--- src/gesture_pkg.sv ---
package gesture_pkg;

    localparam int NUM_PLAYERS = 2;

    // divider quotient width, also the width of a coordinate sum
    localparam int DIV_BITS = 24;
    // frame_closed to centroid_update
    localparam int CENTROID_LATENCY = 26;
    localparam int FRAMES_PER_MOTION = 8;

    localparam int DIV_CNT_W   = $clog2(DIV_BITS);
    localparam int LAT_CNT_W   = $clog2(CENTROID_LATENCY + 1);
    localparam int FRAME_CNT_W = $clog2(FRAMES_PER_MOTION);

    typedef logic [8:0]          coord_x_t;
    typedef logic [7:0]          coord_y_t;
    typedef logic [11:0]         rgb444_t;
    typedef logic [15:0]         pixel_count_t;
    typedef logic [DIV_BITS-1:0] coord_sum_t;
    typedef logic [8:0]          delta2_t;
    typedef logic [12:0]         delta8_t;

    // colour rules, per 4-bit channel
    localparam logic [3:0] P1_RED_MIN   = 4'd11;
    localparam logic [3:0] P1_OTHER_MAX = 4'd2;
    localparam logic [3:0] P2_ALL_MIN   = 4'd13;

    // 8-frame action thresholds
    localparam delta8_t MOVE_SIZE_MIN = 13'h30;
    localparam delta8_t PUNCH_DX_MIN  = 13'h40;
    localparam delta8_t PUNCH_DY_MAX  = 13'h30;
    localparam delta8_t KICK_DY_MIN   = 13'h40;
    localparam delta8_t KICK_DX_MAX   = 13'h30;

endpackage
--- src/centroid_if.sv ---
`timescale 1ns/1ps

interface centroid_if import gesture_pkg::*; ();

    // held between strobes
    logic                           centroid_update;
    coord_x_t     [NUM_PLAYERS-1:0] x;
    coord_y_t     [NUM_PLAYERS-1:0] y;
    pixel_count_t [NUM_PLAYERS-1:0] size;

    modport source (
        output centroid_update,
        output x,
        output y,
        output size
    );

    modport sink (
        input centroid_update,
        input x,
        input y,
        input size
    );

endinterface

--- src/frame_stats_if.sv ---
`timescale 1ns/1ps

interface frame_stats_if import gesture_pkg::*; ();

    // totals are only meaningful while frame_closed is high
    logic                           frame_closed;
    pixel_count_t [NUM_PLAYERS-1:0] count;
    coord_sum_t   [NUM_PLAYERS-1:0] x_sum;
    coord_sum_t   [NUM_PLAYERS-1:0] y_sum;

    modport source (
        output frame_closed,
        output count,
        output x_sum,
        output y_sum
    );

    modport sink (
        input frame_closed,
        input count,
        input x_sum,
        input y_sum
    );

endinterface

--- src/led_gesture_top.sv ---
`timescale 1ns/1ps

module led_gesture_top import gesture_pkg::*; (
    input  logic     clk_65mhz,
    input  logic     reset_8frame_delta_values,
    input  logic     pixel_valid,
    input  rgb444_t  pixel_rgb,
    input  coord_x_t pixel_x,
    input  coord_y_t pixel_y,
    input  logic     frame_done,
    output logic     actions_valid,
    output logic     p1_punch,
    output logic     p1_kick,
    output logic     p1_move_forwards,
    output logic     p1_move_backwards,
    output logic     p2_punch,
    output logic     p2_kick,
    output logic     p2_move_forwards,
    output logic     p2_move_backwards
);

    frame_stats_if stats_bus ();
    centroid_if    centroid_bus ();

    // coordinates arrive already mirrored
    led_pixel_accumulator led_pixel_accumulator_i (
        .clk_65mhz                 (clk_65mhz),
        .reset_8frame_delta_values (reset_8frame_delta_values),
        .pixel_valid               (pixel_valid),
        .pixel_rgb                 (pixel_rgb),
        .pixel_x                   (pixel_x),
        .pixel_y                   (pixel_y),
        .frame_done                (frame_done),
        .stats                     (stats_bus.source)
    );

    frame_centroid_buffer frame_centroid_buffer_i (
        .clk_65mhz                 (clk_65mhz),
        .reset_8frame_delta_values (reset_8frame_delta_values),
        .stats                     (stats_bus.sink),
        .centroid                  (centroid_bus.source)
    );

    motion_gesture_tracker motion_gesture_tracker_i (
        .clk_65mhz                 (clk_65mhz),
        .reset_8frame_delta_values (reset_8frame_delta_values),
        .centroid                  (centroid_bus.sink),
        .actions_valid             (actions_valid),
        .p1_punch                  (p1_punch),
        .p1_kick                   (p1_kick),
        .p1_move_forwards          (p1_move_forwards),
        .p1_move_backwards         (p1_move_backwards),
        .p2_punch                  (p2_punch),
        .p2_kick                   (p2_kick),
        .p2_move_forwards          (p2_move_forwards),
        .p2_move_backwards         (p2_move_backwards)
    );

endmodule

--- src/motion_gesture_tracker.sv ---
`timescale 1ns/1ps

module motion_gesture_tracker import gesture_pkg::*; (
    input  logic     clk_65mhz,
    input  logic     reset_8frame_delta_values,
    centroid_if.sink centroid,
    output logic     actions_valid,
    output logic     p1_punch,
    output logic     p1_kick,
    output logic     p1_move_forwards,
    output logic     p1_move_backwards,
    output logic     p2_punch,
    output logic     p2_kick,
    output logic     p2_move_forwards,
    output logic     p2_move_backwards
);

    coord_x_t     [NUM_PLAYERS-1:0] prev_x;
    coord_y_t     [NUM_PLAYERS-1:0] prev_y;
    pixel_count_t [NUM_PLAYERS-1:0] prev_size;
    delta2_t      [NUM_PLAYERS-1:0] d2_x, d2_y, d2_s;
    logic         [NUM_PLAYERS-1:0] d2_x_neg, d2_y_neg, d2_s_neg;
    delta8_t      [NUM_PLAYERS-1:0] acc_x, acc_y, acc_s;
    logic         [NUM_PLAYERS-1:0] acc_x_neg, acc_y_neg, acc_s_neg;
    logic         [NUM_PLAYERS-1:0] punch, kick, fwd, back;
    logic [FRAME_CNT_W-1:0]         update_cnt;
    logic                           window_end;

    // sign is set when the value shrank
    function automatic logic [$bits(delta2_t):0] delta2(input pixel_count_t cur,
                                                         input pixel_count_t prev);
        logic         neg;
        pixel_count_t diff;
        neg  = prev > cur;
        diff = neg ? prev - cur : cur - prev;
        return {neg, delta2_t'(diff)};
    endfunction

    // sign-magnitude sum, the larger magnitude keeps its sign
    function automatic logic [$bits(delta8_t):0] accumulate(input logic acc_neg,
                                                             input delta8_t acc,
                                                             input logic d_neg,
                                                             input delta2_t d);
        delta8_t d_ext;
        d_ext = delta8_t'(d);
        if (acc_neg == d_neg) begin
            return {acc_neg, acc + d_ext};
        end else if (acc > d_ext) begin
            return {acc_neg, acc - d_ext};
        end
        return {d_neg, d_ext - acc};
    endfunction

    always_comb begin
        for (int p = 0; p < NUM_PLAYERS; p++) begin
            {d2_x_neg[p], d2_x[p]} = delta2(pixel_count_t'(centroid.x[p]),
                                            pixel_count_t'(prev_x[p]));
            {d2_y_neg[p], d2_y[p]} = delta2(pixel_count_t'(centroid.y[p]),
                                            pixel_count_t'(prev_y[p]));
            {d2_s_neg[p], d2_s[p]} = delta2(centroid.size[p], prev_size[p]);
        end
    end

    //////////////////////////////////////////////////////////////////////
    // 8-frame window and action decision
    //////////////////////////////////////////////////////////////////////

    always_ff @(posedge clk_65mhz) begin
        if (reset_8frame_delta_values) begin
            prev_x        <= '0;
            prev_y        <= '0;
            prev_size     <= '0;
            {acc_x, acc_y, acc_s}             <= '0;
            {acc_x_neg, acc_y_neg, acc_s_neg} <= '0;
            {punch, kick, fwd, back}          <= '0;
            update_cnt    <= '0;
            window_end    <= 1'b0;
            actions_valid <= 1'b0;
        end else begin
            window_end    <= 1'b0;
            actions_valid <= window_end;
            if (centroid.centroid_update) begin
                prev_x    <= centroid.x;
                prev_y    <= centroid.y;
                prev_size <= centroid.size;
                for (int p = 0; p < NUM_PLAYERS; p++) begin
                    {acc_x_neg[p], acc_x[p]} <= accumulate(acc_x_neg[p], acc_x[p],
                                                           d2_x_neg[p], d2_x[p]);
                    {acc_y_neg[p], acc_y[p]} <= accumulate(acc_y_neg[p], acc_y[p],
                                                           d2_y_neg[p], d2_y[p]);
                    {acc_s_neg[p], acc_s[p]} <= accumulate(acc_s_neg[p], acc_s[p],
                                                           d2_s_neg[p], d2_s[p]);
                end
                if (update_cnt == FRAME_CNT_W'(FRAMES_PER_MOTION - 1)) begin
                    update_cnt <= '0;
                    window_end <= 1'b1;
                end else begin
                    update_cnt <= update_cnt + 1'b1;
                end
            end
            if (window_end) begin
                for (int p = 0; p < NUM_PLAYERS; p++) begin
                    // a big size change means the player stepped
                    if (acc_s[p] > MOVE_SIZE_MIN) begin
                        fwd[p]   <= acc_s_neg[p];
                        back[p]  <= !acc_s_neg[p];
                        punch[p] <= 1'b0;
                        kick[p]  <= 1'b0;
                    end else begin
                        fwd[p]   <= 1'b0;
                        back[p]  <= 1'b0;
                        punch[p] <= acc_x[p] > PUNCH_DX_MIN && acc_y[p] < PUNCH_DY_MAX;
                        kick[p]  <= acc_y[p] > KICK_DY_MIN && acc_x[p] < KICK_DX_MAX;
                    end
                end
                {acc_x, acc_y, acc_s}             <= '0;
                {acc_x_neg, acc_y_neg, acc_s_neg} <= '0;
            end
        end
    end

    // index 0 is player 1
    assign p1_punch          = punch[0];
    assign p1_kick           = kick[0];
    assign p1_move_forwards  = fwd[0];
    assign p1_move_backwards = back[0];
    assign p2_punch          = punch[1];
    assign p2_kick           = kick[1];
    assign p2_move_forwards  = fwd[1];
    assign p2_move_backwards = back[1];

endmodule

--- src/frame_centroid_buffer.sv ---
`timescale 1ns/1ps

module frame_centroid_buffer import gesture_pkg::*; (
    input  logic          clk_65mhz,
    input  logic          reset_8frame_delta_values,
    frame_stats_if.sink   stats,
    centroid_if.source    centroid
);

    logic [LAT_CNT_W-1:0]           busy_cnt;
    logic                           accept;
    logic                           done;
    logic                           update_q;
    pixel_count_t [NUM_PLAYERS-1:0] count_q;
    coord_sum_t   [NUM_PLAYERS-1:0] x_quo;
    coord_sum_t   [NUM_PLAYERS-1:0] y_quo;
    coord_x_t     [NUM_PLAYERS-1:0] x_q;
    coord_y_t     [NUM_PLAYERS-1:0] y_q;
    pixel_count_t [NUM_PLAYERS-1:0] size_q;

    // a frame closing mid-division is dropped
    assign accept = stats.frame_closed && busy_cnt == '0;
    assign done   = busy_cnt == LAT_CNT_W'(CENTROID_LATENCY - 1);

    for (genvar p = 0; p < NUM_PLAYERS; p++) begin : g_player
        serial_divider x_div_i (
            .clk_65mhz                 (clk_65mhz),
            .reset_8frame_delta_values (reset_8frame_delta_values),
            .start                     (accept),
            .dividend                  (stats.x_sum[p]),
            .divisor                   (stats.count[p]),
            .quotient                  (x_quo[p])
        );

        serial_divider y_div_i (
            .clk_65mhz                 (clk_65mhz),
            .reset_8frame_delta_values (reset_8frame_delta_values),
            .start                     (accept),
            .dividend                  (stats.y_sum[p]),
            .divisor                   (stats.count[p]),
            .quotient                  (y_quo[p])
        );
    end

    always_ff @(posedge clk_65mhz) begin
        if (reset_8frame_delta_values) begin
            busy_cnt <= '0;
            update_q <= 1'b0;
        end else begin
            update_q <= done;
            if (accept) begin
                busy_cnt <= LAT_CNT_W'(1);
            end else if (done) begin
                busy_cnt <= '0;
            end else if (busy_cnt != '0) begin
                busy_cnt <= busy_cnt + 1'b1;
            end
        end
    end

    always_ff @(posedge clk_65mhz) begin
        if (accept) begin
            count_q <= stats.count;
        end
    end

    // empty frame keeps the old position
    always_ff @(posedge clk_65mhz) begin
        if (reset_8frame_delta_values) begin
            x_q    <= '0;
            y_q    <= '0;
            size_q <= '0;
        end else if (done) begin
            for (int p = 0; p < NUM_PLAYERS; p++) begin
                size_q[p] <= count_q[p];
                if (count_q[p] != '0) begin
                    x_q[p] <= coord_x_t'(x_quo[p]);
                    y_q[p] <= coord_y_t'(y_quo[p]);
                end
            end
        end
    end

    assign centroid.centroid_update = update_q;
    assign centroid.x               = x_q;
    assign centroid.y               = y_q;
    assign centroid.size            = size_q;

endmodule

--- src/serial_divider.sv ---
`timescale 1ns/1ps

module serial_divider import gesture_pkg::*; (
    input  logic         clk_65mhz,
    input  logic         reset_8frame_delta_values,
    input  logic         start,
    input  coord_sum_t   dividend,
    input  pixel_count_t divisor,
    output coord_sum_t   quotient
);

    logic [DIV_CNT_W-1:0]          bits_left;
    pixel_count_t                  div_q;
    pixel_count_t                  div_src;
    pixel_count_t                  rem;
    pixel_count_t                  rem_src;
    pixel_count_t                  rem_next;
    coord_sum_t                    quo;
    coord_sum_t                    quo_src;
    logic [$bits(pixel_count_t):0] trial;
    logic                          fits;

    // one restoring step, the first one runs in the start cycle
    always_comb begin
        rem_src  = start ? '0 : rem;
        quo_src  = start ? dividend : quo;
        div_src  = start ? divisor : div_q;
        trial    = {rem_src, quo_src[DIV_BITS-1]};
        fits     = trial >= {1'b0, div_src};
        rem_next = fits ? pixel_count_t'(trial - {1'b0, div_src})
                        : trial[$bits(pixel_count_t)-1:0];
    end

    always_ff @(posedge clk_65mhz) begin
        if (reset_8frame_delta_values) begin
            bits_left <= '0;
        end else if (start) begin
            bits_left <= DIV_CNT_W'(DIV_BITS - 1);
        end else if (bits_left != '0) begin
            bits_left <= bits_left - 1'b1;
        end
    end

    // dividend bits shift out as quotient bits shift in
    always_ff @(posedge clk_65mhz) begin
        if (start) begin
            div_q <= divisor;
        end
        if (start || bits_left != '0) begin
            rem <= rem_next;
            quo <= {quo_src[DIV_BITS-2:0], fits};
        end
    end

    assign quotient = quo;

endmodule

--- src/led_pixel_accumulator.sv ---
`timescale 1ns/1ps

module led_pixel_accumulator import gesture_pkg::*; (
    input  logic          clk_65mhz,
    input  logic          reset_8frame_delta_values,
    input  logic          pixel_valid,
    input  rgb444_t       pixel_rgb,
    input  coord_x_t      pixel_x,
    input  coord_y_t      pixel_y,
    input  logic          frame_done,
    frame_stats_if.source stats
);

    logic                           frame_done_q;
    logic                           frame_end;
    logic                           sample;
    logic [3:0]                     red;
    logic [3:0]                     green;
    logic [3:0]                     blue;
    logic                           is_p1;
    logic                           is_p2;
    logic [NUM_PLAYERS-1:0]         hit;
    pixel_count_t [NUM_PLAYERS-1:0] count;
    coord_sum_t   [NUM_PLAYERS-1:0] x_sum;
    coord_sum_t   [NUM_PLAYERS-1:0] y_sum;

    //////////////////////////////////////////////////////////////////////
    // pixel classification
    //////////////////////////////////////////////////////////////////////

    assign red   = pixel_rgb[11:8];
    assign green = pixel_rgb[7:4];
    assign blue  = pixel_rgb[3:0];

    // pixels only count between frames
    assign sample = pixel_valid && !frame_done;

    // bright red LED
    assign is_p1 = red > P1_RED_MIN && green < P1_OTHER_MAX && blue < P1_OTHER_MAX;
    // bright white LED, loses to red when both match
    assign is_p2 = !is_p1 && red > P2_ALL_MIN && green > P2_ALL_MIN && blue > P2_ALL_MIN;

    assign hit = {is_p2, is_p1} & {NUM_PLAYERS{sample}};

    //////////////////////////////////////////////////////////////////////
    // per-frame totals
    //////////////////////////////////////////////////////////////////////

    assign frame_end = frame_done_q && !frame_done;

    always_ff @(posedge clk_65mhz) begin
        if (reset_8frame_delta_values) begin
            frame_done_q <= 1'b0;
            count        <= '0;
            x_sum        <= '0;
            y_sum        <= '0;
        end else begin
            frame_done_q <= frame_done;
            for (int p = 0; p < NUM_PLAYERS; p++) begin
                if (frame_end) begin
                    // next frame starts with this cycle's pixel
                    count[p] <= hit[p] ? pixel_count_t'(1) : '0;
                    x_sum[p] <= hit[p] ? coord_sum_t'(pixel_x) : '0;
                    y_sum[p] <= hit[p] ? coord_sum_t'(pixel_y) : '0;
                end else if (hit[p]) begin
                    count[p] <= count[p] + 1'b1;
                    x_sum[p] <= x_sum[p] + coord_sum_t'(pixel_x);
                    y_sum[p] <= y_sum[p] + coord_sum_t'(pixel_y);
                end
            end
        end
    end

    assign stats.frame_closed = frame_end;
    assign stats.count        = count;
    assign stats.x_sum        = x_sum;
    assign stats.y_sum        = y_sum;

endmodule

--- config.mk ---
export PLATFORM = sky130hd
export DESIGN_NAME = led_gesture_top
export DESIGN_NICKNAME = d
export VERILOG_FILES = /design/src/gesture_pkg.sv /design/src/centroid_if.sv /design/src/frame_stats_if.sv /design/src/led_gesture_top.sv /design/src/motion_gesture_tracker.sv /design/src/frame_centroid_buffer.sv /design/src/serial_divider.sv /design/src/led_pixel_accumulator.sv
export SDC_FILE = /design/constraint.sdc
export NUM_CORES = 2
export LEC_CHECK = 0
export BUFFER_PORTS_ARGS = -buffer_cell sky130_fd_sc_hd__buf_4
export CAP_MARGIN = 20
export CELL_PAD_IN_SITES_DETAIL_PLACEMENT = 1
export CELL_PAD_IN_SITES_GLOBAL_PLACEMENT = 2
export CORE_ASPECT_RATIO = 0.8
export CORE_UTILIZATION = 36
export CTS_CLUSTER_SIZE = 30
export DETAILED_ROUTE_END_ITERATION = 8
export PLACE_DENSITY = 0.75
export SLEW_MARGIN = 10
export SYNTH_ARGS = -nofsm -noshare
export SYNTH_HDL_FRONTEND = slang
export SYNTH_SLANG_ARGS = --single-unit
--- constraint.sdc ---
create_clock -name clk_65mhz -period 5.1 [get_ports clk_65mhz]
set_input_delay 0 -clock clk_65mhz [delete_from_list [all_inputs] [get_ports clk_65mhz]]
set_output_delay 0 -clock clk_65mhz [all_outputs]
set_load 0.02 [all_outputs]
==> qor.csv <==
metric,value,unit
crit-path max cell delay,0.41,ns
"FFs w/ async S/R, synth",0,%
worst-margin pin slew,1.02,ns
vias in the first global route,36400,
fin nets,5681,
Synth Cell Area,42800,um^2
Clock Tree Root,clkbuf_16,
synth cell count leaders,"nand2_1, nor2_1, a21oi_1, dfxtp_1, inv_1",
post-synthesis sequential area ratio,34.5,%
post-synthesis mux area share,5.12,%
Leak,20.3,nW
"most used cell, CP",buf_4,
first-pass GRT wire length,203,mm
Core ar.,117000,um^2
CTS tree,yes,
setup TNS,0,ns
fraction of layout cells with a size suffix above 1,10.2,%
xor and xnor fraction of the mapped netlist area,5.10,%
most common cell in the synthesized netlist,nand2_1,
# setup viols final,0,
largest family of logic cells by synthesized area,simple AND/OR/NAND/NOR gates,
mean routed wirelength per cell,18.7,um
most crowded layer after global routing,met2,
worst-path fanout max,5,
skew final,0.0509,ns
Ant. Diodes,0,
Max clock buf depth,3,
antenna violations before repair,2,
area fraction of the dominant cell type after synthesis,21.0,%
Placer Congestion,0.850,
Clock Latency Late Sink,0.69,ns
final worst-path cycle share,96.4,%
Arrival @ worst endpoint,5.52,ns
register bit total from synthesis,640,
final instance area,49100,um^2
"Slowest-stage cell, CP",or4_1,
Post-synth EDFFs,192,
via/cell ratio,5.31,
simple-gate share of the synthesized area,19.1,%
max_cap viols,0,
Placed Area,45500,um^2
CP cell instances,inv_2 > ha_1 > nor2b_2 > o31a_1 > o21ai_2 > o21ai_4 > mux2i_2 > o21ai_1 > a221o_1 > a31o_4 > a221oi_2 > buf_4 > ha_4 > nor4bb_4 > nand2_1 > a21oi_2 > nor3b_2 > o21a_2 > buf_4 > mux2i_1 > or4_1 > a41oi_1,
Startpoint Class,flop,
top post-synthesis cells by area,"dfxtp_1, edfxtp_1, ha_1",
Top Ports,42,
Mapped Nets,5576,
Routed WL,127,mm
Synth Warn #,0,
port bufs,38,
largest net degree at the start of global routing,118,
cells after synthesis,5116,
Clock Sinks,640,
HP Class,in2reg,
DR iter-0 viols,1862,
H-tree level count,3,
max-slew violations,0,
"Distinct cells, synth",89,
die width,387,um
compound-cell area share of the yosys netlist,17.0,%
Antenna Nets Post-Route,0,
CTS Buf Count,77,
worst flop-to-flop path startpoint,frame_centroid_buffer_i.centroid.y[1],
met3 Resource Use GR,2.57,%
area delta synth->final,14.8,%
fillcell total,13800,
CP Launch Point,frame_centroid_buffer_i.centroid.y[1],
data required time at the worst endpoint,5.70,ns
DR vias,36200,
"Hold Vio Cnt, Final",0,
grt ovf,0,
maximum vdd drop,0.375,mV
Tot GR Track Use,20.8,%
final HPWL from detailed placement,92.7,mm
relative slew slack,31.7,%
cell accounting for the most synthesized area,dfxtp_1,
met1 Use GR,30.3,%
status,completed,
Die Y-Extent,310,um
hold_sp,pixel_rgb[9],
residual DRC count,0,
crit path time final,4.92,ns
M2 GR Usage,32.4,%
detailed-router iteration count before antenna repair,5,
max frequency,0.203,GHz
standard-cell rows,112,
Starting Density,36.5,%
"Top FF cell, synth",dfxtp_1,
element type at the critical path end,flop,
Die Area,120000,um^2
syn_area_per_cell,8.36,um^2
Setup Crit Path Kind,reg2reg,
Min Hold Slack,0.0869,ns
Synth Area in Adders,13.2,%
power per cell area,356,nW/um^2
clk slew on worst S/H paths,0.06,ns
==> area by class of cell <==
class                      instances  area [um^2]  area share [%]
multi-input combinational       3794        26000            53.0
sequential                       640        14700            30.0
clock buffer                     108         2230            4.54
timing repair buffer             260         2090            4.27
tap                             1539         1930            3.93
inverter                         448         1680            3.43
clock inverter                    35          398           0.811
==> flip-flops by register name, summed over array words and instances (netlist names), 5 cells and up <==
name / count
frame_centroid_buffer_i.g_player.x_div_i.quotient: 48
frame_centroid_buffer_i.g_player.y_div_i.quotient: 48
led_pixel_accumulator_i.stats.x_sum: 48
led_pixel_accumulator_i.stats.y_sum: 48
frame_centroid_buffer_i.centroid.size: 32
frame_centroid_buffer_i.count_q: 32
frame_centroid_buffer_i.g_player.x_div_i.div_q: 32
frame_centroid_buffer_i.g_player.x_div_i.rem: 32
frame_centroid_buffer_i.g_player.y_div_i.div_q: 32
frame_centroid_buffer_i.g_player.y_div_i.rem: 32
led_pixel_accumulator_i.stats.count: 32
motion_gesture_tracker_i.prev_size: 32
motion_gesture_tracker_i.acc_s: 26
motion_gesture_tracker_i.acc_x: 26
motion_gesture_tracker_i.acc_y: 26
frame_centroid_buffer_i.centroid.x: 18
motion_gesture_tracker_i.prev_x: 18
frame_centroid_buffer_i.centroid.y: 16
motion_gesture_tracker_i.prev_y: 16
frame_centroid_buffer_i.g_player.x_div_i.bits_left: 10
frame_centroid_buffer_i.g_player.y_div_i.bits_left: 10
frame_centroid_buffer_i.busy_cnt: 5
==> cells in the final DEF (no fill, tap or decap), types with 33 or more instances in the layout <==
master	count
or3_1	63
buf_4	226
nor3_1	95
a21o_1	64
mux2i_1	174
inv_1	445
clkbuf_16	80
o21ai_0	188
o21bai_1	33
and3_1	60
nor2_1	469
nand2_1	601
dfxtp_1	447
nand3_1	91
a211oi_1	50
nand4_1	65
nor2b_1	64
mux2_2	37
a31oi_1	41
fa_1	37
xnor2_1	149
edfxtp_1	192
a21oi_1	447
ha_1	376
and2_1	67
xor2_1	92
==> worst max-delay path, delay by kind of cell, from the launching register on <==
family	cells	cell delay [ns]
buf+inv	3	0.37
fa+ha+maj	2	0.51
compound gates	10	2.18
flops	1	0.34
mux	2	0.37
simple gates	5	1.08
==> where the power goes <==
part | switching [mW] | internal (mW)
registers | 0.364 | 6.57
clock network | 2.48 | 3.26
logic | 2.89 | 1.92
total | 5.73 | 11.8
==> path summary, 6_finish.rpt <==
check | end | slack, ns | depth (start not counted)
max reg2reg | motion_gesture_tracker_i.acc_y[5] | 0.18 | 22
min reg2reg | motion_gesture_tracker_i.kick[1] | 0.45 | 2
min | led_pixel_accumulator_i.stats.count[17] | 0.09 | 6
max | motion_gesture_tracker_i.acc_y[5] | 0.18 | 22
==> cells by family after synthesis <==
logic type | count (synthesis)
and+or+nand+nor | 1748
AOI/OAI and AO/OA | 1156
buffers and inverters | 682
DFF | 640
adders and majority gates | 427
xor gates and xnor gates | 249
muxes | 214
==> metrics by stage <==
| stage | util (%) | instances | setup slack [ns] | power (mW) |
|---|---|---|---|---|
| floorplan | - | 5116 | 0.109 | 10.4 |
| global placement | 38.8 | 6628 | 0.0230 | 11.7 |
| detailed placement | 38.8 | 6628 | -0.179 | 11.8 |
| CTS | 41.3 | 6800 | 0.00622 | 17.7 |
| global route | 41.9 | 6824 | -0.0366 | 18.5 |
| finish | 41.9 | 6824 | 0.184 | 17.5 |
==> layer usage <==
layer	share of wire, %	routed length (um)
met1	52	66400
met2	43	54700
met3	2.8	3540
met4	2.1	2650
met5	0	0
==> repair_timing <==
item	in CTS	in global routing
hold buffers	27	0
hold endpoints to repair	89	0
setup buffers	2	22
setup endpoints to repair	10	69
gates resized for setup	4	116
cloned	0	1
pin swaps	1	29
Power figures use the tool's default switching activity.
